<file path="config.mk">
export PLATFORM = sky130hd
export DESIGN_NAME = dcache_top
export DESIGN_NICKNAME = d
export VERILOG_FILES = /design/src/verilog/dcache_geom_pkg.sv /design/src/verilog/dcache_mem_pkg.sv /design/src/verilog/dcache_rd_if.sv /design/src/verilog/dcache_miss_if.sv /design/src/verilog/dcache_beat_cnt.sv /design/src/verilog/dcache_arrays.sv /design/src/verilog/dcache_miss_unit.sv /design/src/verilog/dcache_rd_ctrl.sv /design/src/verilog/dcache_top.sv
export SDC_FILE = /design/constraint.sdc
export NUM_CORES = 2
export LEC_CHECK = 0
export BUFFER_PORTS_ARGS = -buffer_cell sky130_fd_sc_hd__buf_2
export CAP_MARGIN = 20
export CORE_MARGIN = 3
export CORE_UTILIZATION = 40
export DETAILED_ROUTE_END_ITERATION = 8
export PLACE_DENSITY_LB_ADDON = 0.12
export SLEW_MARGIN = 20
export SYNTH_ARGS = -nofsm -noshare
export SYNTH_HDL_FRONTEND = slang
export SYNTH_MEMORY_MAX_BITS = 65536
export SYNTH_SLANG_ARGS = --single-unit
</file>
<file path="constraint.sdc">
create_clock -name clk_i -period 5.82 [get_ports clk_i]
set_clock_uncertainty 0.1 [all_clocks]
set_input_delay 0 -clock clk_i [delete_from_list [all_inputs] [get_ports clk_i]]
set_output_delay 0 -clock clk_i [all_outputs]
set_load 0.02 [all_outputs]
</file>
<file path="src/verilog/dcache_geom_pkg.sv">
`default_nettype none

package dcache_geom_pkg;

  ////////////////////////////////////////
  // cache geometry
  ////////////////////////////////////////

  // two ways, sixteen sets
  localparam int unsigned dcache_ways  = 2;
  localparam int unsigned dcache_off_w = 4;
  localparam int unsigned dcache_idx_w = 4;
  // tag takes what is left of 32 address bits
  localparam int unsigned dcache_tag_w = 32 - dcache_idx_w - dcache_off_w;
  // 16 byte line, 32 bit words
  localparam int unsigned dcache_words = 4;

  ////////////////////////////////////////
  // address and data vectors
  ////////////////////////////////////////

  typedef logic [dcache_tag_w-1:0] tag_t;
  typedef logic [dcache_idx_w-1:0] idx_t;
  typedef logic [dcache_off_w-1:0] off_t;
  typedef logic [31:0]             word_t;

  // full physical address, tag | index | offset
  typedef logic [dcache_tag_w+dcache_idx_w+dcache_off_w-1:0] paddr_t;

  // one bit per way
  // hit, valid and victim masks
  typedef logic [dcache_ways-1:0] way_mask_t;

  // word slot inside a line
  typedef logic [$clog2(dcache_words)-1:0] word_sel_t;

  // core transaction id
  typedef logic [3:0] req_id_t;

endpackage

`default_nettype wire

</file>
<file path="src/verilog/dcache_mem_pkg.sv">
`default_nettype none

package dcache_mem_pkg;

  // core access size
  typedef logic [1:0] size_t;
  localparam size_t size_byte = 2'd0;
  localparam size_t size_half = 2'd1;
  localparam size_t size_word = 2'd2;

  // access size for nc and all ones for a line
  typedef logic [2:0] miss_size_t;
  localparam miss_size_t msize_line = 3'b111;

  ////////////////////////////////////////
  // refill beats
  ////////////////////////////////////////

  // index of the final beat
  localparam dcache_geom_pkg::word_sel_t beat_last_line =
    dcache_geom_pkg::word_sel_t'(dcache_geom_pkg::dcache_words - 1);
  localparam dcache_geom_pkg::word_sel_t beat_last_word = '0;

endpackage

`default_nettype wire

</file>
<file path="src/verilog/dcache_rd_if.sv">
`timescale 1ns/10ps
`default_nettype none

interface dcache_rd_if;
  import dcache_geom_pkg::*;

  // controller side
  logic      rd_req;
  idx_t      rd_idx;
  off_t      rd_off;
  // trails the index by one cycle
  tag_t      rd_tag;

  // array side
  logic      rd_ack;
  word_t     rd_data;
  way_mask_t rd_vld_bits;
  way_mask_t rd_hit_oh;
  // refill owns the arrays
  logic      wr_cl_vld;

  modport ctrl (
    output rd_req, rd_idx, rd_off, rd_tag,
    input  rd_ack, rd_data, rd_vld_bits, rd_hit_oh, wr_cl_vld
  );

  modport arr (
    input  rd_req, rd_idx, rd_off, rd_tag,
    output rd_ack, rd_data, rd_vld_bits, rd_hit_oh, wr_cl_vld
  );

endinterface

`default_nettype wire

</file>
<file path="src/verilog/dcache_miss_if.sv">
`timescale 1ns/10ps
`default_nettype none

interface dcache_miss_if;
  import dcache_geom_pkg::*;
  import dcache_mem_pkg::*;

  // request level held until ack
  logic       miss_req;
  paddr_t     miss_paddr;
  logic       miss_nc;
  miss_size_t miss_size;
  // set valid bits seen at the miss
  way_mask_t  miss_vld_bits;

  // miss unit answers
  logic       miss_ack;
  logic       miss_rtrn_vld;
  word_t      miss_rtrn_data;

  modport ctrl (
    output miss_req, miss_paddr, miss_nc, miss_size, miss_vld_bits,
    input  miss_ack, miss_rtrn_vld, miss_rtrn_data
  );

  modport miss (
    input  miss_req, miss_paddr, miss_nc, miss_size, miss_vld_bits,
    output miss_ack, miss_rtrn_vld, miss_rtrn_data
  );

endinterface

`default_nettype wire

</file>
<file path="src/verilog/dcache_beat_cnt.sv">
`timescale 1ns/10ps
`default_nettype none

module dcache_beat_cnt (
  input  wire                              clk_i,
  input  wire                              arst_n_i,
  input  wire                              load_i,
  input  wire dcache_geom_pkg::word_sel_t  last_sel_i,
  input  wire                              step_i,
  output dcache_geom_pkg::word_sel_t       cnt_o,
  output logic                             last_o
);
  import dcache_geom_pkg::*;

  word_sel_t cnt_q;
  // final beat index of this refill
  word_sel_t last_q;

  assign cnt_o  = cnt_q;
  assign last_o = step_i && (cnt_q == last_q);

  always_ff @(posedge clk_i or negedge arst_n_i) begin
    if (!arst_n_i) begin
      cnt_q  <= '0;
      last_q <= '0;
    end else if (load_i) begin
      cnt_q  <= '0;
      last_q <= last_sel_i;
    end else if (step_i) begin
      // wrap to zero after the final beat
      cnt_q <= last_o ? '0 : cnt_q + 1'b1;
    end
  end

endmodule

`default_nettype wire

</file>
<file path="src/verilog/dcache_arrays.sv">
`timescale 1ns/10ps
`default_nettype none

module dcache_arrays (
  input  wire                              clk_i,
  input  wire                              arst_n_i,
  dcache_rd_if.arr                         rd,
  // refill write port
  input  wire                              wr_en_i,
  input  wire dcache_geom_pkg::way_mask_t  wr_way_i,
  input  wire dcache_geom_pkg::idx_t       wr_idx_i,
  input  wire dcache_geom_pkg::word_sel_t  wr_word_i,
  input  wire dcache_geom_pkg::word_t      wr_data_i,
  input  wire dcache_geom_pkg::tag_t       wr_tag_i,
  input  wire                              wr_vld_i
);
  import dcache_geom_pkg::*;

  localparam int unsigned Sets = 2 ** dcache_idx_w;

  tag_t      tag_mem  [Sets][dcache_ways];
  word_t     data_mem [Sets][dcache_ways][dcache_words];
  way_mask_t vld_mem  [Sets];

  idx_t      rd_idx_q;
  word_sel_t rd_word_q;
  way_mask_t hit_oh;
  word_t     data_mux;

  // refill wins the port
  assign rd.rd_ack    = rd.rd_req && !wr_en_i;
  assign rd.wr_cl_vld = wr_en_i;

  ////////////////////////////////////////
  // read side
  ////////////////////////////////////////

  // late tag compared against the set read last cycle
  always_comb begin
    data_mux = '0;
    for (int w = 0; w < dcache_ways; w++) begin
      hit_oh[w] = vld_mem[rd_idx_q][w] && (tag_mem[rd_idx_q][w] == rd.rd_tag);
      if (hit_oh[w]) begin
        data_mux = data_mux | data_mem[rd_idx_q][w][rd_word_q];
      end
    end
  end

  assign rd.rd_hit_oh   = hit_oh;
  assign rd.rd_data     = data_mux;
  assign rd.rd_vld_bits = vld_mem[rd_idx_q];

  ////////////////////////////////////////
  // storage
  ////////////////////////////////////////

  always_ff @(posedge clk_i) begin
    if (rd.rd_req && rd.rd_ack) begin
      rd_idx_q  <= rd.rd_idx;
      rd_word_q <= rd.rd_off[dcache_off_w-1:2];
    end
    for (int w = 0; w < dcache_ways; w++) begin
      if (wr_en_i && wr_way_i[w]) begin
        data_mem[wr_idx_i][w][wr_word_i] <= wr_data_i;
        // tag goes in with word 0
        if (wr_vld_i) begin
          tag_mem[wr_idx_i][w] <= wr_tag_i;
        end
      end
    end
  end

  always_ff @(posedge clk_i or negedge arst_n_i) begin
    if (!arst_n_i) begin
      for (int s = 0; s < Sets; s++) begin
        vld_mem[s] <= '0;
      end
    end else if (wr_en_i && wr_vld_i) begin
      vld_mem[wr_idx_i] <= vld_mem[wr_idx_i] | wr_way_i;
    end
  end

endmodule

`default_nettype wire

</file>
<file path="src/verilog/dcache_miss_unit.sv">
`timescale 1ns/10ps
`default_nettype none

module dcache_miss_unit (
  input  wire                             clk_i,
  input  wire                             arst_n_i,
  dcache_miss_if.miss                     miss,
  // memory port
  output logic                            mem_req_o,
  output dcache_geom_pkg::paddr_t         mem_addr_o,
  output logic                            mem_nc_o,
  input  wire                             mem_gnt_i,
  input  wire                             mem_rvalid_i,
  input  wire dcache_geom_pkg::word_t     mem_rdata_i,
  // refill write
  output logic                            wr_en_o,
  output dcache_geom_pkg::way_mask_t      wr_way_o,
  output dcache_geom_pkg::idx_t           wr_idx_o,
  output dcache_geom_pkg::word_sel_t      wr_word_o,
  output dcache_geom_pkg::word_t          wr_data_o,
  output dcache_geom_pkg::tag_t           wr_tag_o,
  output logic                            wr_vld_o
);
  import dcache_geom_pkg::*;
  import dcache_mem_pkg::*;

  typedef enum logic [1:0] {MU_IDLE, MU_REQ, MU_BEATS} mu_state_e;

  mu_state_e state_d, state_q;
  paddr_t    paddr_q;
  logic      nc_q;
  way_mask_t way_q, victim;
  // round robin pointer for full sets
  logic      rr_q;
  word_sel_t cnt;
  logic      last, take, beat, req_beat;
  word_t     rdata_q;

  assign take = (state_q == MU_IDLE) && miss.miss_req;
  assign beat = (state_q == MU_BEATS) && mem_rvalid_i;
  // beat carrying the word the core asked for
  assign req_beat = beat && (nc_q || cnt == paddr_q[dcache_off_w-1:2]);

  // lowest invalid way first
  always_comb begin
    if (!miss.miss_vld_bits[0]) begin
      victim = way_mask_t'(2'b01);
    end else if (!miss.miss_vld_bits[1]) begin
      victim = way_mask_t'(2'b10);
    end else begin
      victim = rr_q ? way_mask_t'(2'b10) : way_mask_t'(2'b01);
    end
  end

  dcache_beat_cnt beat_cnt_inst (
    .clk_i      (clk_i),
    .arst_n_i   (arst_n_i),
    .load_i     (take),
    .last_sel_i ((miss.miss_size == msize_line) ? beat_last_line : beat_last_word),
    .step_i     (beat),
    .cnt_o      (cnt),
    .last_o     (last)
  );

  always_comb begin
    state_d = state_q;
    unique case (state_q)
      MU_IDLE:  if (take) state_d = MU_REQ;
      MU_REQ:   if (mem_gnt_i) state_d = MU_BEATS;
      MU_BEATS: if (last) state_d = MU_IDLE;
      default:  state_d = MU_IDLE;
    endcase
  end

  ////////////////////////////////////////
  // outputs
  ////////////////////////////////////////

  assign miss.miss_ack       = take;
  assign miss.miss_rtrn_vld  = last;
  assign miss.miss_rtrn_data = req_beat ? mem_rdata_i : rdata_q;

  // word address for nc, line address otherwise
  assign mem_req_o  = (state_q == MU_REQ);
  assign mem_nc_o   = nc_q;
  assign mem_addr_o = nc_q ? {paddr_q[31:2], 2'b00} : {paddr_q[31:dcache_off_w], off_t'(0)};

  // nc beats never touch the arrays
  assign wr_en_o   = beat && !nc_q;
  assign wr_way_o  = way_q;
  assign wr_idx_o  = paddr_q[dcache_off_w +: dcache_idx_w];
  assign wr_word_o = cnt;
  assign wr_data_o = mem_rdata_i;
  assign wr_tag_o  = paddr_q[31 -: dcache_tag_w];
  assign wr_vld_o  = (cnt == '0);

  always_ff @(posedge clk_i or negedge arst_n_i) begin
    if (!arst_n_i) begin
      state_q <= MU_IDLE;
      nc_q    <= 1'b0;
      rr_q    <= 1'b0;
    end else begin
      state_q <= state_d;
      if (take) begin
        nc_q <= miss.miss_nc;
        // one toggle per allocation
        if (!miss.miss_nc) begin
          rr_q <= !rr_q;
        end
      end
    end
  end

  always_ff @(posedge clk_i) begin
    if (take) begin
      paddr_q <= miss.miss_paddr;
      way_q   <= victim;
    end
    if (req_beat) begin
      rdata_q <= mem_rdata_i;
    end
  end

endmodule

`default_nettype wire

</file>
<file path="src/verilog/dcache_rd_ctrl.sv">
`timescale 1ns/10ps
`default_nettype none

module dcache_rd_ctrl #(
  parameter dcache_geom_pkg::paddr_t CacheableBase = 32'h8000_0000,
  parameter dcache_geom_pkg::paddr_t CacheableMask = 32'hc000_0000
) (
  input  wire                            clk_i,
  input  wire                            arst_n_i,
  // core request
  input  wire                            req_i,
  input  wire [dcache_geom_pkg::dcache_idx_w+dcache_geom_pkg::dcache_off_w-1:0] addr_index_i,
  input  wire dcache_geom_pkg::tag_t     addr_tag_i,
  input  wire                            tag_valid_i,
  input  wire                            kill_i,
  input  wire dcache_mem_pkg::size_t     size_i,
  input  wire dcache_geom_pkg::req_id_t  id_i,
  input  wire                            cache_en_i,
  // core response
  output logic                           gnt_o,
  output logic                           rvalid_o,
  output dcache_geom_pkg::word_t         rdata_o,
  output dcache_geom_pkg::req_id_t       rid_o,
  output logic                           busy_o,
  // arrays and miss unit
  dcache_rd_if.ctrl                      rd,
  dcache_miss_if.ctrl                    miss
);
  import dcache_geom_pkg::*;
  import dcache_mem_pkg::*;

  typedef enum logic [2:0] {
    IDLE,
    READ,
    MISS_REQ,
    MISS_WAIT,
    KILL_MISS,
    KILL_MISS_ACK,
    REPLAY_REQ,
    REPLAY_READ
  } rd_state_e;

  rd_state_e state_d, state_q;

  tag_t      tag_d, tag_q;
  idx_t      idx_d, idx_q;
  off_t      off_d, off_q;
  req_id_t   id_q;
  size_t     size_q;
  way_mask_t vld_q;
  logic      save_tag;
  // array took our read last cycle
  logic      rd_taken_q;
  logic      nc;

  // disabled cache or outside the region
  function automatic logic is_nc(input tag_t tag, input logic en);
    paddr_t addr;
    addr = {tag, {(dcache_idx_w + dcache_off_w){1'b0}}};
    return !en || ((addr & CacheableMask) != (CacheableBase & CacheableMask));
  endfunction

  ////////////////////////////////////////
  // request capture
  ////////////////////////////////////////

  assign tag_d = save_tag ? addr_tag_i : tag_q;
  assign idx_d = gnt_o ? addr_index_i[dcache_idx_w+dcache_off_w-1:dcache_off_w] : idx_q;
  assign off_d = gnt_o ? addr_index_i[dcache_off_w-1:0] : off_q;

  // arrays see the new index in the grant cycle
  assign rd.rd_tag = tag_d;
  assign rd.rd_idx = idx_d;
  assign rd.rd_off = off_d;

  assign nc = is_nc(tag_d, cache_en_i);

  // miss request fields
  assign miss.miss_paddr    = {tag_q, idx_q, off_q};
  assign miss.miss_nc       = nc;
  assign miss.miss_size     = nc ? {1'b0, size_q} : msize_line;
  assign miss.miss_vld_bits = vld_q;

  // core response
  assign rid_o   = id_q;
  assign rdata_o = (state_q == MISS_WAIT) ? miss.miss_rtrn_data : rd.rd_data;
  assign busy_o  = (state_q != IDLE);

  ////////////////////////////////////////
  // FSM
  ////////////////////////////////////////

  always_comb begin
    state_d       = state_q;
    save_tag      = 1'b0;
    rd.rd_req     = 1'b0;
    miss.miss_req = 1'b0;
    gnt_o         = 1'b0;
    rvalid_o      = 1'b0;

    unique case (state_q)
      IDLE: begin
        if (req_i) begin
          rd.rd_req = 1'b1;
          if (rd.rd_ack) begin
            gnt_o   = 1'b1;
            state_d = READ;
          end
        end
      end
      // hit check once the tag is there
      READ, REPLAY_READ: begin
        // keep the set read alive while waiting
        rd.rd_req = 1'b1;
        if (kill_i) begin
          rvalid_o = 1'b1;
          state_d  = IDLE;
        end else if (tag_valid_i || state_q == REPLAY_READ) begin
          save_tag = (state_q == READ);
          if (rd.wr_cl_vld || !rd_taken_q) begin
            // refill got in the way
            state_d = REPLAY_REQ;
          end else if ((|rd.rd_hit_oh) && !nc) begin
            rvalid_o = 1'b1;
            state_d  = IDLE;
            // back to back request
            if (req_i && rd.rd_ack) begin
              gnt_o   = 1'b1;
              state_d = READ;
            end
          end else begin
            state_d = MISS_REQ;
          end
        end
      end
      MISS_REQ: begin
        miss.miss_req = 1'b1;
        if (kill_i) begin
          rvalid_o = 1'b1;
          state_d  = miss.miss_ack ? KILL_MISS : KILL_MISS_ACK;
        end else if (miss.miss_ack) begin
          state_d = MISS_WAIT;
        end
      end
      // data comes with the last beat
      MISS_WAIT: begin
        if (kill_i) begin
          rvalid_o = 1'b1;
          state_d  = miss.miss_rtrn_vld ? IDLE : KILL_MISS;
        end else if (miss.miss_rtrn_vld) begin
          rvalid_o = 1'b1;
          state_d  = IDLE;
        end
      end
      REPLAY_REQ: begin
        rd.rd_req = 1'b1;
        if (kill_i) begin
          rvalid_o = 1'b1;
          state_d  = IDLE;
        end else if (rd.rd_ack) begin
          state_d = REPLAY_READ;
        end
      end
      // killed before ack, the request still has to go out
      KILL_MISS_ACK: begin
        miss.miss_req = 1'b1;
        if (miss.miss_ack) begin
          state_d = KILL_MISS;
        end
      end
      // line still being written
      KILL_MISS: begin
        if (miss.miss_rtrn_vld) begin
          state_d = IDLE;
        end
      end
      default: begin
        state_d = IDLE;
      end
    endcase
  end

  ////////////////////////////////////////
  // registers
  ////////////////////////////////////////

  always_ff @(posedge clk_i or negedge arst_n_i) begin
    if (!arst_n_i) begin
      state_q    <= IDLE;
      rd_taken_q <= 1'b0;
    end else begin
      state_q    <= state_d;
      rd_taken_q <= rd.rd_req && rd.rd_ack;
    end
  end

  always_ff @(posedge clk_i) begin
    tag_q <= tag_d;
    idx_q <= idx_d;
    off_q <= off_d;
    if (gnt_o) begin
      id_q   <= id_i;
      size_q <= size_i;
    end
    // valid bits follow the read by a cycle
    if (rd_taken_q) begin
      vld_q <= rd.rd_vld_bits;
    end
  end

endmodule

`default_nettype wire

</file>
<file path="src/verilog/dcache_top.sv">
`timescale 1ns/10ps
`default_nettype none

module dcache_top #(
  parameter dcache_geom_pkg::paddr_t CacheableBase = 32'h8000_0000,
  parameter dcache_geom_pkg::paddr_t CacheableMask = 32'hc000_0000
) (
  input  wire                            clk_i,
  input  wire                            arst_n_i,
  // core side
  input  wire                            req_i,
  input  wire [dcache_geom_pkg::dcache_idx_w+dcache_geom_pkg::dcache_off_w-1:0] addr_index_i,
  input  wire dcache_geom_pkg::tag_t     addr_tag_i,
  input  wire                            tag_valid_i,
  input  wire                            kill_i,
  input  wire dcache_mem_pkg::size_t     size_i,
  input  wire dcache_geom_pkg::req_id_t  id_i,
  input  wire                            cache_en_i,
  output logic                           gnt_o,
  output logic                           rvalid_o,
  output dcache_geom_pkg::word_t         rdata_o,
  output dcache_geom_pkg::req_id_t       rid_o,
  output logic                           busy_o,
  // memory side
  output logic                           mem_req_o,
  output dcache_geom_pkg::paddr_t        mem_addr_o,
  output logic                           mem_nc_o,
  input  wire                            mem_gnt_i,
  input  wire                            mem_rvalid_i,
  input  wire dcache_geom_pkg::word_t    mem_rdata_i
);
  import dcache_geom_pkg::*;

  dcache_rd_if   rd_bus ();
  dcache_miss_if miss_bus ();

  // refill port, miss unit to arrays
  logic      wr_en;
  way_mask_t wr_way;
  idx_t      wr_idx;
  word_sel_t wr_word;
  word_t     wr_data;
  tag_t      wr_tag;
  logic      wr_vld;

  dcache_rd_ctrl #(
    .CacheableBase (CacheableBase),
    .CacheableMask (CacheableMask)
  ) rd_ctrl_inst (
    .clk_i, .arst_n_i,
    .req_i, .addr_index_i, .addr_tag_i, .tag_valid_i, .kill_i,
    .size_i, .id_i, .cache_en_i,
    .gnt_o, .rvalid_o, .rdata_o, .rid_o, .busy_o,
    .rd   (rd_bus.ctrl),
    .miss (miss_bus.ctrl)
  );

  dcache_arrays arrays_inst (
    .clk_i, .arst_n_i,
    .rd        (rd_bus.arr),
    .wr_en_i   (wr_en),
    .wr_way_i  (wr_way),
    .wr_idx_i  (wr_idx),
    .wr_word_i (wr_word),
    .wr_data_i (wr_data),
    .wr_tag_i  (wr_tag),
    .wr_vld_i  (wr_vld)
  );

  dcache_miss_unit miss_unit_inst (
    .clk_i, .arst_n_i,
    .miss (miss_bus.miss),
    .mem_req_o, .mem_addr_o, .mem_nc_o,
    .mem_gnt_i, .mem_rvalid_i, .mem_rdata_i,
    .wr_en_o   (wr_en),
    .wr_way_o  (wr_way),
    .wr_idx_o  (wr_idx),
    .wr_word_o (wr_word),
    .wr_data_o (wr_data),
    .wr_tag_o  (wr_tag),
    .wr_vld_o  (wr_vld)
  );

endmodule

`default_nettype wire

</file>
Word-level counts from Yosys, hierarchy flattened --
Memory sizes are Yosys's and may differ from the RTL's. A register that Yosys moved wholly into a read port is not among the register bits. Cells that the tools add are included.
Storage, ports and cells: flip-flop bits (word level) 156, memories kept 2, ROM bits 0, latch bits 0, output and inout bits 73, memory bits (writable) 4864
Memories:
- arrays_inst.data_mem | words 16, bits a word 256, read ports 1, clocked after memory_dff 1, write ports 1, RTL line dcache_arrays.sv:22 | word_t data_mem [Sets][dcache_ways][dcache_words];
- arrays_inst.tag_mem | words 16, bits a word 48, read ports 1, clocked after memory_dff 1, write ports 1, RTL line dcache_arrays.sv:21 | tag_t tag_mem [Sets][dcache_ways];
Operators by class: divide/modulo/power cells 0, shift-type cells 0, equal/unequal tests 24, bitwise logic cells 7, magnitude comparators 6, muxes and demuxes 86, reductions and logical operators 39, $mul 0, add/sub/neg operators 1
Operators with widths (number):
- two-way mux 32 bit | 9
- two-way mux 128 bit | 2
- binary-select mux 32 bit (select 2 bit) | 2
- demux 32 bit (select 2 bit) | 1
- == test 24 bit | 2
- two-way mux 3 bit | 14
- bitwise mux 32 bit | 1
- bitwise OR 32 bit | 1
- two-way mux 2 bit | 15
- two-way mux 1 bit | 28
- two-way mux 24 bit | 1
- one-hot mux 3 bit (7 select lines) | 1
- two-way mux 4 bit | 5
- binary-select mux 2 bit (select 4 bit) | 2
- logical AND 1 bit | 16
- == test 3 bit, second input constant | 5
- >= comparator 5 bit, second input constant | 2
- inverter 4 -> 5 bit | 2
- != test 3 x 2 -> 1 bit, second input constant | 3
- demux 2 bit (select 4 bit) | 1
- != test 2 bit, second input constant | 4
- OR reduction 2 bit | 4
- == test 3 x 2 -> 1 bit, second input constant | 2
- >= comparator 3 bit, second input constant | 2
- other kinds (24) | 38

Logic depth before layout (Yosys ltp) --
depth in word-level cells 17, depth in mapped cells 17, mapped depth without buffers 10

By module --
From an unflattened synthesis, not the netlist that was laid out.
Second synthesis, totals: cell total of the unflattened synthesis 8398, area total of the unflattened synthesis 195069.6 um^2
By module, submodules not included:
- dcache_arrays | sequential area each 147121.1 um^2, times used 1, cells each 7784, area an instance 188766.0 um^2
- dcache_miss_unit | sequential area each 1701.6 um^2, times used 1, cells each 404, area an instance 3905.0 um^2
- dcache_rd_ctrl | sequential area each 980.9 um^2, times used 1, cells each 191, area an instance 2182.1 um^2
- dcache_beat_cnt | sequential area each 100.1 um^2, times used 1, cells each 19, area an instance 216.5 um^2

Least setup slack after synthesis --
No wires, ideal clock.
path kind flip-flop to flip-flop, from reg (tool-made name), to reg arrays_inst.rd_idx_q[0], data pin, slack 1.730 ns, data arrival time 3.728 ns, clock period less this slack 4.090 ns, cell stages (with the launch flop) 15, library setup time 0.262 ns, data required time 5.458 ns, path through dfxtp_1 > buf_6 > buf_12 > buf_12 > buf_4 > mux4_2 > a221oi_1 > xnor2_1 > nand4_1 > or3_1 > or4b_4 > a21oi_4 > a21o_1 > buf_4 > mux2_2
RTL lines:
- to (signal assigned) | RTL line dcache_arrays.sv:59 | rd_idx_q <= rd.rd_idx;
- to (decl) | RTL line dcache_arrays.sv:25 | idx_t rd_idx_q;

==> results.py <==
metrics = {
    "status": {
        "result_of_the_run": "complete, no violations",
    },
    "timing": {
        "setup_viol": 0,
        "timing.final.hold_violations": 0,
        "setup_slack_ns": 0.0700,
        "worst_slew_pin_slew_ns": 1.16,
        "grt_setup_unrepaired": "true",
        "timing.hold.ws_ns": 0.0560,
        "timing.final.max_slew_violations": 0,
        "max_slew_margin": 0.223,
        "maxClockFrequency_ghz": 0.174,
        "period_minus_slack_ns": 5.75,
        "period_utilization": 0.988,
    },
    "worst_setup_path": {
        "slowest_delay_ns": 0.71,
        "crit_fanout": 7,
        "critical_path.endpoint_type": "output port",
        "crit_type": "flop to output port",
        "cp_slowest_cell": "sky130_fd_sc_hd__or4_4",
        "worst_ep_required_time_ns": 5.72,
        "crit_arrival_ns": 5.65,
        "crit_path_cell_trace": "buf_12 > buf_12 > buf_6 > buf_16 > buf_4 > mux4_2 > o22ai_2 > nor2_2 > xnor2_1 > or4b_4 > nand4bb_1 > or4_4 > nor2b_4 > o221a_1 > nor3_4 > clkbuf_4",
        "worstSetupStartpointType": "flop",
        "rr_worst_depth": 17,
        "cp_common_cell": "sky130_fd_sc_hd__buf_12",
    },
    "logic_synthesis": {
        "yosys.cell_types.count": 77,
        "synthDominantCellAreaShare": 0.765,
        "synth-edff-count": 4908,
        "ys_ff_latch": 5017,
        "synth-seq-area-share": 0.777,
        "synth_largest_area_cell": "sky130_fd_sc_hd__edfxtp_1",
        "yosys_warnings": 0,
        "syn_inst": 7908,
        "synth-async-reset-ratio": 0.00857,
        "synth.area.top_cells": "sky130_fd_sc_hd__edfxtp_1 76%, sky130_fd_sc_hd__mux4_2 17%, sky130_fd_sc_hd__dfxtp_1 0.69%",
        "post_synth_instance_area_sq_um": 193000,
        "postSynthAreaPerCell_sq_um": 24.4,
        "synthFlopType": "sky130_fd_sc_hd__edfxtp_1",
    },
    "floorplan": {
        "die_width_microns": 700,
        "io_pins": 151,
        "row_count": 254,
        "design.core.area_sq_um": 479000,
        "die_height_microns": 700,
        "initial_utilization": 0.402,
        "fp.dieArea_sq_um": 490000,
    },
    "global_route": {
        "gr-total-overflow": 0,
        "grt_pass1_vias": 93200,
        "grt_antenna_before_repair": 50,
        "grt_usage": 0.231,
        "grt_first_pass_wirelength_microns": 783000,
        "pin_count_of_the_biggest_net_entering_global_routing": 126,
    },
    "pwr": {
        "power_frac_seq": 0.379,
        "ir_drop_v": 0.000416,
        "comb_power_share": 0.314,
        "power.net_switching_w": 0.0341,
        "p_leak_nw": 70.4,
        "cellPowerDensity_nw_per_um2": 483,
        "power.switching_fraction": 0.314,
        "p_int_w": 0.0744,
        "share_clk_of_total_power": 0.307,
        "fin_total_pwr_w": 0.109,
    },
    "place": {
        "port_buffers": 144,
        "place_ws_ns": 0.127,
        "dp.final_hpwl_microns": 327000,
        "placedCellCount": 14400,
        "place_congestion": 0.815,
    },
    "clock_tree": {
        "cts_root_buf": "sky130_fd_sc_hd__clkbuf_16",
        "numClockSinks": 5017,
        "worst_setup_hold_path_clk_slew_ns": 0.06,
        "cts_htree_levels": 6,
        "clkLatencyLatePin_ns": 1.04,
        "cts_buffers": 548,
        "clock_tree_from_tritoncts": "yes",
        "clock_tree_buf_depth": 4,
    },
    "final_layout": {
        "layout_commonest_cell": "sky130_fd_sc_hd__edfxtp_1",
        "finish.net_count": 8927,
        "layout-drive-gt1-share": 0.348,
        "non_filler_instance_count_after_layout": 15700,
        "layout.cells.most_common_list": "4908 x sky130_fd_sc_hd__edfxtp_1, 1492 x sky130_fd_sc_hd__mux4_2, 567 x sky130_fd_sc_hd__clkbuf_16",
        "area_delta_synth_final_pct": 16.7,
    },
    "min_path": {
        "hold_path_class": "input port to flop",
        "holdPathStages": 2,
    },
    "drt": {
        "antenna_left": 0,
        "routed_via_count": 91700,
        "post-route-drc-count": 0,
        "drt-wirelength-per-cell_microns": 36.4,
        "totalWireLength_microns": 571000,
        "detail_route.vias_per_cell": 5.84,
        "firstDrtPassIters": 7,
        "first_iter_violations": 11800,
    },
    "run": {
        "drv.max_cap_violation_count": 0,
    },
}
==> kinds of logic after synthesis <==
group / count (synthesis) / synth area share
multiplexers: 1703 / 0.188
AND/OR/NAND/NOR: 423 / 0.0112
XOR/XNOR: 53 / 0.00245
adder cells (fa/ha/maj): 4 / 0.000260
buffers and inverters: 483 / 0.0125
other: 1 / 0.0000195
flip-flops: 5017 / 0.777
AO/OA/AOI/OAI: 224 / 0.00790
==> final cells by class <==
type	count	area (sq um)
tap	6400	8010
timing repair buffer	830	7960
multi-input combinational	2411	41900
antenna	29	72.6
fill	39300	254000
clock buffer	698	14800
inverter	37	146
clock inverter	271	2250
sequential	5017	150000
==> Yosys cell counts (31+ instances only) <==
cell and n:
sky130_fd_sc_hd__a21oi_1 33, sky130_fd_sc_hd__and2_1 36, sky130_fd_sc_hd__buf_1 50, sky130_fd_sc_hd__buf_2 84, sky130_fd_sc_hd__buf_4 52, sky130_fd_sc_hd__clkbuf_1 223
sky130_fd_sc_hd__dfrtp_1 43, sky130_fd_sc_hd__dfxtp_1 66, sky130_fd_sc_hd__edfxtp_1 4908, sky130_fd_sc_hd__inv_1 36, sky130_fd_sc_hd__mux2_2 89, sky130_fd_sc_hd__mux2i_1 97
sky130_fd_sc_hd__mux4_1 37, sky130_fd_sc_hd__mux4_2 1479, sky130_fd_sc_hd__nand2_1 62, sky130_fd_sc_hd__nand2b_1 39, sky130_fd_sc_hd__nor2_1 175, sky130_fd_sc_hd__o21ai_0 35
sky130_fd_sc_hd__o22ai_1 70, sky130_fd_sc_hd__xor2_1 31
==> layer usage <==
| metal | vias to the layer above | global-route usage | share of wire |
|---|---|---|---|
| met3 | 684 | 0.0390 | 0.072 |
| met4 | 0 | 0.0510 | 0.022 |
| met1 | 51300 | 0.326 | 0.42 |
| met5 | - | 0 | 0 |
| met2 | 3537 | 0.379 | 0.49 |
| li1 | 36100 | - | - |
==> worst paths after layout <==
check / start / end / slack [ns]
setup / recovery: flop / rdata_o[24] / 0.07
hold reg to reg: rd_ctrl_inst.tag_q[4] / miss_unit_inst.paddr_q[12] / 0.33
setup reg to reg: flop / flop / 0.34
min in group asynchronous: arst_n_i / arrays_inst.vld_mem[5] / 0.12
max in group asynchronous: arst_n_i / rd_ctrl_inst.state_q[2] / 4.86
hold / removal: mem_rdata_i[15] / arrays_inst.data_mem[10][15] / 0.06
==> flip-flops by register name, summed over array words and instances, names as in the netlist, 24 cells and up, named ones only <==
signal                  cells
arrays_inst.data_mem     4096
arrays_inst.tag_mem       768
arrays_inst.vld_mem        32
miss_unit_inst.rdata_q     32
miss_unit_inst.paddr_q     30
rd_ctrl_inst.tag_q         24
==> power by group through the flow <==
stage / Clock (W) / Combinational (W) / Sequential (W)
finish: 0.0333 / 0.0341 / 0.0412
global route: 0.0354 / 0.0356 / 0.0412
CTS: 0.0339 / 0.0338 / 0.0414
detailed placement: 0 / 0.0326 / 0.0422
global placement: 0 / 0.0326 / 0.0421
floorplan: 0 / 0.0194 / 0.0417
==> critical path: cells and delay by family (launching register included) <==
family          cells  cell delay, ns
simple gates        6            2.18
xor+xnor            1            0.15
compound gates      2            0.50
mux                 1            0.50
buf+inv             6            0.87
flops               1            0.39
==> stage by stage <==
step / util / setup TNS (ns) / cell area (sq um)
finish: 0.469 / 0 / 225000
global route: 0.469 / -0.458 / 225000
CTS: 0.467 / 0 / 224000
detailed placement: 0.426 / 0 / 204000
global placement: 0.425 / 0 / 204000
floorplan: - / 0 / 193000
==> what timing repair did <==
item                                   in CTS  in global routing
gates resized for setup                    89                 77
gates cloned                               10                  3
hold buffers                              176                  0
setup buffers                              21                 36
setup endpoints to repair                  34                 27
pin swaps                                  16                 26
endpoints found under the hold margin    3244                  0
(Power assumes the default switching activity.)
